<file path="src/source/divergence_defs.svh">
// Divergence unit sizes
`ifndef DIVERGENCE_DEFS_SVH
`define DIVERGENCE_DEFS_SVH

// Number of warps tracked by the unit
`define NUM_WARPS 4

// Threads per warp, one mask bit each
`define NUM_THREADS 4

// Program counter width
`define PC_BITS 16

// Entries per warp stack, enough for NUM_THREADS-1 nested levels
`define DV_STACK_SIZE 4

// Every warp starts here after reset
`define RESET_PC 16'h0100

`endif

</file>
<file path="src/source/gpu_types_pkg.sv">
// GPU core vector types
`default_nettype none

`include "divergence_defs.svh"

package gpu_types_pkg;

    // Index of a warp
    typedef logic [$clog2(`NUM_WARPS)-1:0] wid_t;

    // One bit per thread, set when the thread is active
    typedef logic [`NUM_THREADS-1:0] tmask_t;

    // Program counter
    typedef logic [`PC_BITS-1:0] pc_t;

    // Stack depth, counts from empty up to a full stack
    typedef logic [$clog2(`DV_STACK_SIZE + 1)-1:0] sptr_t;

endpackage

`default_nettype wire

</file>
<file path="src/source/divergence_pkg.sv">
// Divergence command and result types
`default_nettype none

package divergence_pkg;

    import gpu_types_pkg::*;

    // Command from the issue stage, exactly one of is_split or is_join is set
    typedef struct packed {
        logic   valid;
        logic   is_split;
        logic   is_join;
        wid_t   wid;
        tmask_t pred;
        pc_t    else_pc;
        sptr_t  stack_ptr;
    } cmd_t;

    // Outcome of evaluating a branch predicate against the active mask
    typedef struct packed {
        logic   valid;
        logic   is_dvg;
        tmask_t then_tmask;
        tmask_t else_tmask;
        pc_t    next_pc;
    } split_t;

    // Join request, stack_ptr is the depth the warp saw at its split
    typedef struct packed {
        logic   valid;
        tmask_t tmask;
        sptr_t  stack_ptr;
    } join_t;

    // Registered join outcome, applied to the warp table one cycle later
    typedef struct packed {
        logic   valid;
        wid_t   wid;
        logic   is_dvg;
        logic   is_else;
        tmask_t tmask;
        pc_t    pc;
    } join_res_t;

endpackage

`default_nettype wire

</file>
<file path="src/source/branch_predicate_split.sv">
// Branch predicate split
`default_nettype none

module branch_predicate_split (
    input  wire divergence_pkg::cmd_t    cmd,
    input  wire gpu_types_pkg::tmask_t   cur_tmask,
    output divergence_pkg::split_t       split
);

    import gpu_types_pkg::*;

    tmask_t then_tmask;
    tmask_t else_tmask;
    logic   has_then;
    logic   has_else;

    // Only threads that are active right now take part in the branch
    assign then_tmask = cur_tmask & cmd.pred;
    assign else_tmask = cur_tmask & ~cmd.pred;

    assign has_then = |then_tmask;
    assign has_else = |else_tmask;

    always_comb begin
        split.valid      = cmd.valid && cmd.is_split;
        // The warp diverges only when both sides keep at least one thread
        split.is_dvg     = has_then && has_else;
        split.then_tmask = then_tmask;
        split.else_tmask = else_tmask;
        split.next_pc    = cmd.else_pc;
    end

endmodule

`default_nettype wire

</file>
<file path="src/source/divergence_unit.sv">
// Thread divergence unit
`default_nettype none

module divergence_unit (
    input  wire                              clk,
    input  wire                              rst_n,
    input  wire divergence_pkg::cmd_t        cmd,
    input  wire gpu_types_pkg::wid_t         query_wid,
    input  wire gpu_types_pkg::wid_t         stack_wid,
    output divergence_pkg::join_res_t        join_res,
    output gpu_types_pkg::tmask_t            warp_tmask,
    output gpu_types_pkg::pc_t               warp_pc,
    output gpu_types_pkg::sptr_t             stack_ptr
);

    import gpu_types_pkg::*;
    import divergence_pkg::*;

    tmask_t cur_tmask;
    split_t split;
    join_t  sjoin;

    // The join carries the active mask so the else side can be derived
    assign sjoin = '{
        valid:     cmd.valid && cmd.is_join,
        tmask:     cur_tmask,
        stack_ptr: cmd.stack_ptr
    };

    warp_mask_table u_warp_mask_table (
        .clk        (clk),
        .rst_n      (rst_n),
        .rd_wid     (cmd.wid),
        .rd_tmask   (cur_tmask),
        .split_wid  (cmd.wid),
        .split      (split),
        .join_res   (join_res),
        .query_wid  (query_wid),
        .warp_tmask (warp_tmask),
        .warp_pc    (warp_pc)
    );

    branch_predicate_split u_branch_predicate_split (
        .cmd       (cmd),
        .cur_tmask (cur_tmask),
        .split     (split)
    );

    split_join u_split_join (
        .clk       (clk),
        .rst_n     (rst_n),
        .wid       (cmd.wid),
        .split     (split),
        .sjoin     (sjoin),
        .stack_wid (stack_wid),
        .join_res  (join_res),
        .stack_ptr (stack_ptr)
    );

endmodule

`default_nettype wire

</file>
<file path="src/source/ipdom_stack.sv">
// Per-warp IPDOM stacks
`default_nettype none

`include "divergence_defs.svh"

module ipdom_stack (
    input  wire                                        clk,
    input  wire                                        rst_n,
    input  wire gpu_types_pkg::wid_t                   wid,
    input  wire                                        push,
    input  wire                                        pop,
    input  wire gpu_types_pkg::tmask_t                 d_tmask,
    input  wire gpu_types_pkg::pc_t                    d_pc,
    input  wire gpu_types_pkg::sptr_t                  rd_ptr,
    output gpu_types_pkg::tmask_t                      q_tmask,
    output gpu_types_pkg::pc_t                         q_pc,
    output logic                                       q_visited,
    output gpu_types_pkg::sptr_t [`NUM_WARPS-1:0]      wr_ptr
);

    import gpu_types_pkg::*;

    // Entry storage, one row of DV_STACK_SIZE entries per warp
    tmask_t tmask_mem [`NUM_WARPS][`DV_STACK_SIZE];
    pc_t    pc_mem    [`NUM_WARPS][`DV_STACK_SIZE];

    // Set once the else side of an entry has been started
    logic [`NUM_WARPS-1:0][`DV_STACK_SIZE-1:0] visited;

    logic [$clog2(`DV_STACK_SIZE)-1:0] wr_idx;
    logic [$clog2(`DV_STACK_SIZE)-1:0] rd_idx;
    sptr_t                             cur_ptr;

    assign cur_ptr = wr_ptr[wid];

    // Only the low bits address an entry, overflow is not handled
    assign wr_idx = cur_ptr[$clog2(`DV_STACK_SIZE)-1:0];
    assign rd_idx = rd_ptr[$clog2(`DV_STACK_SIZE)-1:0];

    always_ff @(posedge clk) begin
        if (push) begin
            tmask_mem[wid][wr_idx] <= d_tmask;
            pc_mem[wid][wr_idx]    <= d_pc;
        end
    end

    always_ff @(posedge clk or negedge rst_n) begin
        if (!rst_n) begin
            wr_ptr  <= '0;
            visited <= '0;
        end else if (push) begin
            visited[wid][wr_idx] <= 1'b0;
            wr_ptr[wid]          <= cur_ptr + 1'b1;
        end else if (pop) begin
            // The first pop starts the else path and keeps the entry
            if (visited[wid][rd_idx]) begin
                wr_ptr[wid] <= cur_ptr - 1'b1;
            end else begin
                visited[wid][rd_idx] <= 1'b1;
            end
        end
    end

    assign q_tmask   = tmask_mem[wid][rd_idx];
    assign q_pc      = pc_mem[wid][rd_idx];
    assign q_visited = visited[wid][rd_idx];

endmodule

`default_nettype wire

</file>
<file path="src/source/split_join.sv">
// Split and join control
`default_nettype none

`include "divergence_defs.svh"

module split_join (
    input  wire                              clk,
    input  wire                              rst_n,
    input  wire gpu_types_pkg::wid_t         wid,
    input  wire divergence_pkg::split_t      split,
    input  wire divergence_pkg::join_t       sjoin,
    input  wire gpu_types_pkg::wid_t         stack_wid,
    output divergence_pkg::join_res_t        join_res,
    output gpu_types_pkg::sptr_t             stack_ptr
);

    import gpu_types_pkg::*;
    import divergence_pkg::*;

    sptr_t [`NUM_WARPS-1:0] wr_ptr;
    sptr_t                  top_ptr;
    tmask_t                 q_tmask;
    pc_t                    q_pc;
    logic                   q_visited;
    logic                   join_dvg;
    join_res_t              res_n;
    join_res_t              res_q;
    logic                   res_valid;

    // A join is divergent while the warp is deeper than it was at its split
    assign join_dvg = sjoin.valid && (sjoin.stack_ptr != wr_ptr[wid]);
    assign top_ptr  = wr_ptr[wid] - 1'b1;

    ipdom_stack u_ipdom_stack (
        .clk       (clk),
        .rst_n     (rst_n),
        .wid       (wid),
        .push      (split.valid && split.is_dvg),
        .pop       (join_dvg),
        .d_tmask   (split.then_tmask | split.else_tmask),
        .d_pc      (split.next_pc),
        .rd_ptr    (top_ptr),
        .q_tmask   (q_tmask),
        .q_pc      (q_pc),
        .q_visited (q_visited),
        .wr_ptr    (wr_ptr)
    );

    always_comb begin
        res_n.valid   = sjoin.valid;
        res_n.wid     = wid;
        res_n.is_dvg  = join_dvg;
        res_n.is_else = join_dvg && !q_visited;
        res_n.pc      = join_dvg ? q_pc : '0;
        if (!join_dvg) begin
            res_n.tmask = sjoin.tmask;
        end else if (q_visited) begin
            // Both sides are done, bring back the mask from before the split
            res_n.tmask = q_tmask;
        end else begin
            res_n.tmask = q_tmask & ~sjoin.tmask;
        end
    end

    always_ff @(posedge clk or negedge rst_n) begin
        if (!rst_n) begin
            res_valid <= 1'b0;
        end else begin
            res_valid <= res_n.valid;
        end
    end

    always_ff @(posedge clk) begin
        res_q <= res_n;
    end

    always_comb begin
        join_res       = res_q;
        join_res.valid = res_valid;
    end

    assign stack_ptr = wr_ptr[stack_wid];

endmodule

`default_nettype wire

</file>
<file path="src/source/warp_mask_table.sv">
// Warp mask and PC table
`default_nettype none

`include "divergence_defs.svh"

module warp_mask_table (
    input  wire                              clk,
    input  wire                              rst_n,
    input  wire gpu_types_pkg::wid_t         rd_wid,
    output gpu_types_pkg::tmask_t            rd_tmask,
    input  wire gpu_types_pkg::wid_t         split_wid,
    input  wire divergence_pkg::split_t      split,
    input  wire divergence_pkg::join_res_t   join_res,
    input  wire gpu_types_pkg::wid_t         query_wid,
    output gpu_types_pkg::tmask_t            warp_tmask,
    output gpu_types_pkg::pc_t               warp_pc
);

    import gpu_types_pkg::*;

    tmask_t tmask_r [`NUM_WARPS];
    pc_t    pc_r    [`NUM_WARPS];

    logic split_upd;
    logic join_upd;

    assign split_upd = split.valid && split.is_dvg;
    assign join_upd  = join_res.valid && join_res.is_dvg;

    // A split and a join result in the same cycle always belong to
    // different warps, since commands for one warp are spaced apart
    always_ff @(posedge clk or negedge rst_n) begin
        if (!rst_n) begin
            for (int i = 0; i < `NUM_WARPS; i++) begin
                tmask_r[i] <= '1;
                pc_r[i]    <= `RESET_PC;
            end
        end else begin
            if (split_upd) begin
                tmask_r[split_wid] <= split.then_tmask;
            end
            if (join_upd) begin
                tmask_r[join_res.wid] <= join_res.tmask;
                // Only the switch to the else side moves the PC
                if (join_res.is_else) begin
                    pc_r[join_res.wid] <= join_res.pc;
                end
            end
        end
    end

    // Read port for the warp of the current command
    assign rd_tmask = tmask_r[rd_wid];

    // Read port for outside inspection
    assign warp_tmask = tmask_r[query_wid];
    assign warp_pc    = pc_r[query_wid];

endmodule

`default_nettype wire

</file>
<file path="config.mk">
export PLATFORM = sky130hd
export DESIGN_NAME = divergence_unit
export DESIGN_NICKNAME = d
export VERILOG_FILES = /design/src/source/gpu_types_pkg.sv /design/src/source/divergence_pkg.sv /design/src/source/branch_predicate_split.sv /design/src/source/divergence_unit.sv /design/src/source/ipdom_stack.sv /design/src/source/split_join.sv /design/src/source/warp_mask_table.sv
export VERILOG_INCLUDE_DIRS = /design/src /design/src/source
export SDC_FILE = /design/constraint.sdc
export NUM_CORES = 1
export LEC_CHECK = 0
export BUFFER_PORTS_ARGS = -buffer_cell sky130_fd_sc_hd__buf_2
export CAP_MARGIN = 40
export CORE_AREA = 2 2 255 257
export CTS_CLUSTER_DIAMETER = 100
export DETAILED_ROUTE_END_ITERATION = 10
export DIE_AREA = 0 0 257 259
export GPL_TIMING_DRIVEN = 0
export SLEW_MARGIN = 0
export SYNTH_ARGS = -nofsm -noshare
export SYNTH_HDL_FRONTEND = slang
export SYNTH_SLANG_ARGS = --single-unit
</file>
<file path="constraint.sdc">
create_clock -name clk -period 4.65 [get_ports clk]
set_input_delay 0.2325 -clock clk [delete_from_list [all_inputs] [get_ports clk]]
set_output_delay 0.2325 -clock clk [all_outputs]
set_load 0.1 [all_outputs]
</file>
**Word level (Yosys, flattened, before mapping)**

Memory sizes are Yosys's and may differ from the RTL's.
Cells that the tools add are included.
Widths: inputs -> output; s select.

- Memories: 2
- Register bits: 133
- Output and inout bits: 48
- Bits in writable memories: 320

- Equality and inequality tests: 2
- Bitwise gates (word level): 14
- $add $sub $neg: 2
- Magnitude comparators: 15
- Reduce and logical (&&, ||, !) cells: 21
- Muxes and demuxes: 61

Memories:

| name | words | width | rd ports | clocked after memory_dff | wr ports | line | RTL |
|---|---|---|---|---|---|---|---|
| u_split_join.u_ipdom_stack.pc_mem | 4 | 64 | 1 | 0 | 1 | ipdom_stack.sv:25 | `` pc_t pc_mem [`NUM_WARPS][`DV_STACK_SIZE]; `` |
| u_split_join.u_ipdom_stack.tmask_mem | 4 | 16 | 1 | 0 | 1 | ipdom_stack.sv:24 | `` tmask_t tmask_mem [`NUM_WARPS][`DV_STACK_SIZE]; `` |

Operators by type and width:

| operator | number |
|---|---|
| $mux 16 | 12 |
| $bmux 16 s2 | 2 |
| $bwmux 64 | 1 |
| $demux 16 s2 | 2 |
| $mux 64 | 1 |
| $mux 4 | 14 |
| $demux 4 s2 | 5 |
| $mux 12 | 3 |
| $bmux 4 s2 | 4 |
| $bwmux 16 | 2 |
| $bwmux 12 | 2 |
| $and 16x16->16 | 1 |
| $not 16->16 | 1 |
| $or 16x16->16 | 1 |
| $ge 3x3->1 const B | 5 |
| $not 2->3 | 5 |
| $logic_and 1x1->1 | 13 |
| $and 4x4->4 | 3 |
| $bmux 3 s2 | 2 |
| $lt 2x3->1 const B | 4 |
| $lt 3x1->1 const B | 3 |
| $mux 3 | 3 |
| $not 4->4 | 2 |
| $reduce_or 4->1 | 2 |
| other kinds (13) | 22 |

**Logic depth before layout (Yosys ltp)**

- Depth in word-level cells: 13
- Depth in mapped cells: 12

**Modules after synthesis**

Synthesis repeated with hierarchy kept, for this count alone.

- Cell total of the unflattened synthesis: 984
- Area total of the unflattened synthesis: 18,728.0 um^2

By module, submodules not included:

| module | cells each | area each (um^2) | seq. area each (um^2) | instances |
|---|---|---|---|---|
| ipdom_stack | 634 | 13,780.7 | 10,309.9 | 1 |
| warp_mask_table | 243 | 3,777.4 | 2,026.9 | 1 |
| split_join | 77 | 944.7 | 505.5 | 1 |
| branch_predicate_split | 29 | 219.0 | 0.0 | 1 |
| divergence_unit | 1 | 6.3 | 0.0 | 1 |

**Worst setup path before layout**

No wires, ideal clock.

- Path type: input port to flip-flop
- From: input port cmd[23] in the netlist's numbering
- To: register u_split_join.res_q (netlist bit u_split_join.join_res[3])
- Slack: 1.038 ns
- Buffers on the path: 5
- Required time: 4.508 ns
- Arrival: 3.470 ns
- Stages on the path: 10
- Cell sequence: buf_6 > mux4_2 > clkbuf_1 > clkbuf_1 > inv_1 > ha_1 > clkbuf_1 > buf_1 > mux4_2 > nor2b_1

- Cells in the longest elaborated chain, start to end: 7

RTL lines:

| item | line | RTL |
|---|---|---|
| start, declared | divergence_unit.sv:7 | `input wire divergence_pkg::cmd_t cmd,` |
| $bmux 3 s2 | split_join.sv:31, split_join.sv:32 |  |
| $mux 3 (implied by the code) | split_join.sv:31 | `assign join_dvg = sjoin.valid && (sjoin.stack_ptr != wr_ptr[wid]);` |
| $sub 3x1->3 | split_join.sv:32 | `assign top_ptr = wr_ptr[wid] - 1'b1;` |
| $not 2->3 (implied by the code) | ipdom_stack.sv:65 | `assign q_pc = pc_mem[wid][rd_idx];` |
| $bmux 16 s2 | ipdom_stack.sv:65 |  |
| $mux 16 (implied by the code) (2 in series) | ipdom_stack.sv:65 |  |
| end signal, assigned | split_join.sv:74 | `res_q <= res_n;` |
| end, declared | split_join.sv:27 | `join_res_t res_q;` |

Parallel ways exist; a longest one is shown, timed or not. The select of a mux whose other input is x is not followed.
A chain may end at the register's enable or synchronous reset.

**Worst setup path in the final report**

- From: input port cmd[23] in the netlist's numbering
- To: register u_split_join.res_q (netlist bit u_split_join.join_res[8])

The elaborated chain is that of the path after synthesis.

==> impl_metrics.yaml <==
run_status:
  status: "finished, final reports clean"
power_and_ir_drop:
  seqPwrFrac: 0.445
  switching_share: 0.319
  power_mw: 11.3
  p_sw_mw: 3.60
  p_int_mw: 7.67
  peakVddDrop_mv: 0.248
  power_per_cell_area_mw_per_mm2: 512
  p_clk_frac: 0.320
  p_leak_nw: 7.80
  combPwrFrac: 0.235
global_route:
  overflow: 0
  track_usage: 0.133
  grt_pass1_vias: 10100
  grt_max_degree: 68
  antenna_found_initial: 8
  grt_first_pass_wirelength_um: 66100
drt:
  ant_nets: 0
  dr.pass1.iters: 5
  vias: 9793
  drt_iter0_drc: 900
  viasPerCell: 4.82
  wirelength_um: 44100
  drc_errors: 0
  wl_per_cell_um: 21.7
placed_design:
  gp_congestion: 0.826
  hpwl_um: 29700
  io_buffer_count: 79
  post-place-ws_ns: 0.530
floorplan:
  chipHeight_um: 259
  initial_core_util: 0.286
  ioPinCount: 82
  rows: 93
  core_area_mm2: 0.0639
  die_w_um: 257
  dieArea_mm2: 0.0666
sta:
  grt_setup_unrepaired: "false"
  hold_violations: 0
  min_period_ns: 4.08
  fin_crit_sh: 0.877
  fin_skew_ns: 0.0188
  slew_headroom: 0.424
  tightest_slew_ns: 0.864
  fin_ws_ns: 0.572
  maxSlewViolCount: 0
  finalSetupViolCount: 0
  fmax_mhz: 245
worst_hold_path:
  hold_class: "input port to register"
cts:
  cts_made_buffers: 46
  htreeDepth: 2
  cts_buffer_depth: 3
  clockRootBuffer: "clkbuf_16"
  clock-sinks: 453
  path_clk_slew_ns: 0.06
  cts_tree: "yes"
  worstSkewPairLatency_ns: 0.58
  ctsResizeCount: 0
setup_path:
  critPathKind: "input port to register"
  cp.arrival_ns: 4.53
  crit_path_start_kind: "input port"
  worstSetupEndpointType: "register"
  required_ns: 5.10
  worst-path-max-fanout: 11
synth:
  synth-main-ff-cell: "edfxtp_1"
  synth_most_common_cell: "edfxtp_1"
  yosysUniqueCellTypes: 38
  ys_top_cells_by_area: "edfxtp_1 53%, mux4_2 17%, dfrtp_1 12%"
  synth_top_cell_area_share: 0.525
  synth_nets: 1015
  syn_area_per_cell_um2: 18.7
  synth_cells: 977
  yosysTopAreaCell: "edfxtp_1"
  ys.warnings.count: 0
  synth_edf_count: 320
  netlist_area_mm2: 0.0183
  synthArstFlopShare: 0.241
  ys_ff_latch: 453
  netlist_top_cells_count: "320 x edfxtp_1, 135 x mux4_2, 89 x dfrtp_1"
  yosysSeqAreaShare: 0.702
cells_and_area:
  drive_above_1_share: 0.369
  seqCellArea_mm2: 0.0128
  n_antenna_cell: 0
  fillers: 5977
  multi_input_area_mm2: 0.00525
  syn2layout_area_growth_pct: 20.2
  layout.nets: 1179
flow_run:
  cap_violations: 0
registers in the layout (all words and copies together), names as in the netlist, named ones only:
name,flops
u_split_join.res_valid,1
u_split_join.u_ipdom_stack.visited,16
u_warp_mask_table.pc_r,64
u_split_join.u_ipdom_stack.tmask_mem,64
u_split_join.u_ipdom_stack.wr_ptr,8
u_split_join.join_res,24
u_split_join.u_ipdom_stack.pc_mem,256
u_warp_mask_table.tmask_r,16
layout by cell type (no fill, tap or decap), types with 3 or more instances in the layout:
cell,netlist,final
a211oi_1,4,4
a21oi_1,37,37
a22oi_1,6,6
a2bb2oi_1,4,4
a31oi_1,20,20
and2_1,9,9
buf_1,4,4
buf_12,0,5
buf_16,0,11
buf_2,9,89
buf_4,3,4
buf_6,4,10
buf_8,0,8
clkbuf_1,32,40
clkbuf_16,0,47
clkbuf_8,0,3
clkinv_1,0,7
clkinv_2,0,8
clkinvlp_4,0,4
dfrtp_1,89,89
dfstp_2,20,20
dfxtp_1,24,24
dlygate4sd3_1,0,5
edfxtp_1,320,320
ha_1,4,4
inv_1,18,18
inv_6,0,3
mux2_2,65,65
mux4_2,135,135
nand2_1,44,44
nor2_1,51,36
nor2_4,0,15
nor2b_1,18,18
o21ai_0,22,22
o21ai_1,6,6
o22ai_1,4,4
xnor2_1,4,4
xor2_1,8,8
through the flow:
step	hold slack, ns	cells	TNS (ns)	util	instance area [µm²]
6_report	0.0225	2033	0	0.344	22000
5_1_grt	0.0241	2033	0	0.344	22000
4_1_cts	0.000535	2033	0	0.344	22000
3_5_place_dp	0.278	1943	0	0.320	20500
3_3_place_gp	0.354	1911	-115.78	0.309	19800
2_1_floorplan	-0.0631	977	0	-	18300
metal layers:
layer	global-route usage	wire length, µm	vias to the layer above
met1	0.173	18400	5140
li1	-	-	4219
met2	0.219	21500	339
met4	0.0373	847	16
met5	0	100	-
met3	0.0333	3270	79
critical path: stages:
cell and delay [ns]:
dlygate4sd3_1 0.54, buf_2 0.14, buf_6 0.16, mux4_2 0.36
clkbuf_1 0.46, clkbuf_1 0.16, buf_6 0.19, inv_1 0.08
ha_1 0.32, clkbuf_1 0.39, buf_8 0.22, buf_1 0.32
buf_8 0.21, mux4_2 0.55, nor2b_1 0.16
cell families after synthesis:
logic type	after synthesis	synth area share
mux	200	0.206
fa+ha+maj	4	0.00274
flops	453	0.702
buf+inv	70	0.0172
simple gates	132	0.0321
compound gates	106	0.0337
xor+xnor	12	0.00575
final timing paths:
check,startpoint,end,slack [ns],cells past startpoint
setup / recovery,cmd[23],u_split_join.join_res[8]$_SDFF_PP0_,0.57,15
hold / removal,cmd[11],u_split_join.u_ipdom_stack.pc_mem[0][8]$_DFFE_PP_,0.02,1
setup reg to reg,register,u_split_join.join_res[8]$_SDFF_PP0_,0.78,12
hold reg to reg,register,register,0.49,1
max in group asynchronous,rst_n,u_warp_mask_table.pc_r[8]$_DFFE_PN1P_,3.65,3
min in group asynchronous,rst_n,u_split_join.u_ipdom_stack.wr_ptr[10]$_DFFE_PN0P_,0.20,2
timing repair:
| item | CTS | global route |
|---|---|---|
| buffers inserted | 0 | 0 |
| hold buffers | 5 | 0 |
| endpoints found under the hold margin | 32 | 0 |
power groups by stage:
stage	clock, mW	sequential (mW)	combinational [mW]
after floorplan	0	5.43	1.47
after global placement	0	5.08	2.50
after detailed placement	0	5.09	2.65
after CTS	3.68	5.01	2.66
after global routing	3.84	5.05	2.79
final	3.61	5.01	2.64
cell type report:
| type | instances | share of cell area |
|---|---|---|
| Timing Repair Buffer | 116 | 0.0477 |
| Sequential cell | 453 | 0.584 |
| Clock inverter | 27 | 0.0100 |
| Clock buffer | 58 | 0.0567 |
| Inverter | 18 | 0.00307 |
| Tap cell | 855 | 0.0487 |
| Buffer | 52 | 0.0113 |
| Multi-Input combinational cell | 454 | 0.239 |
Note: power is estimated with default switching activity, not from simulation.
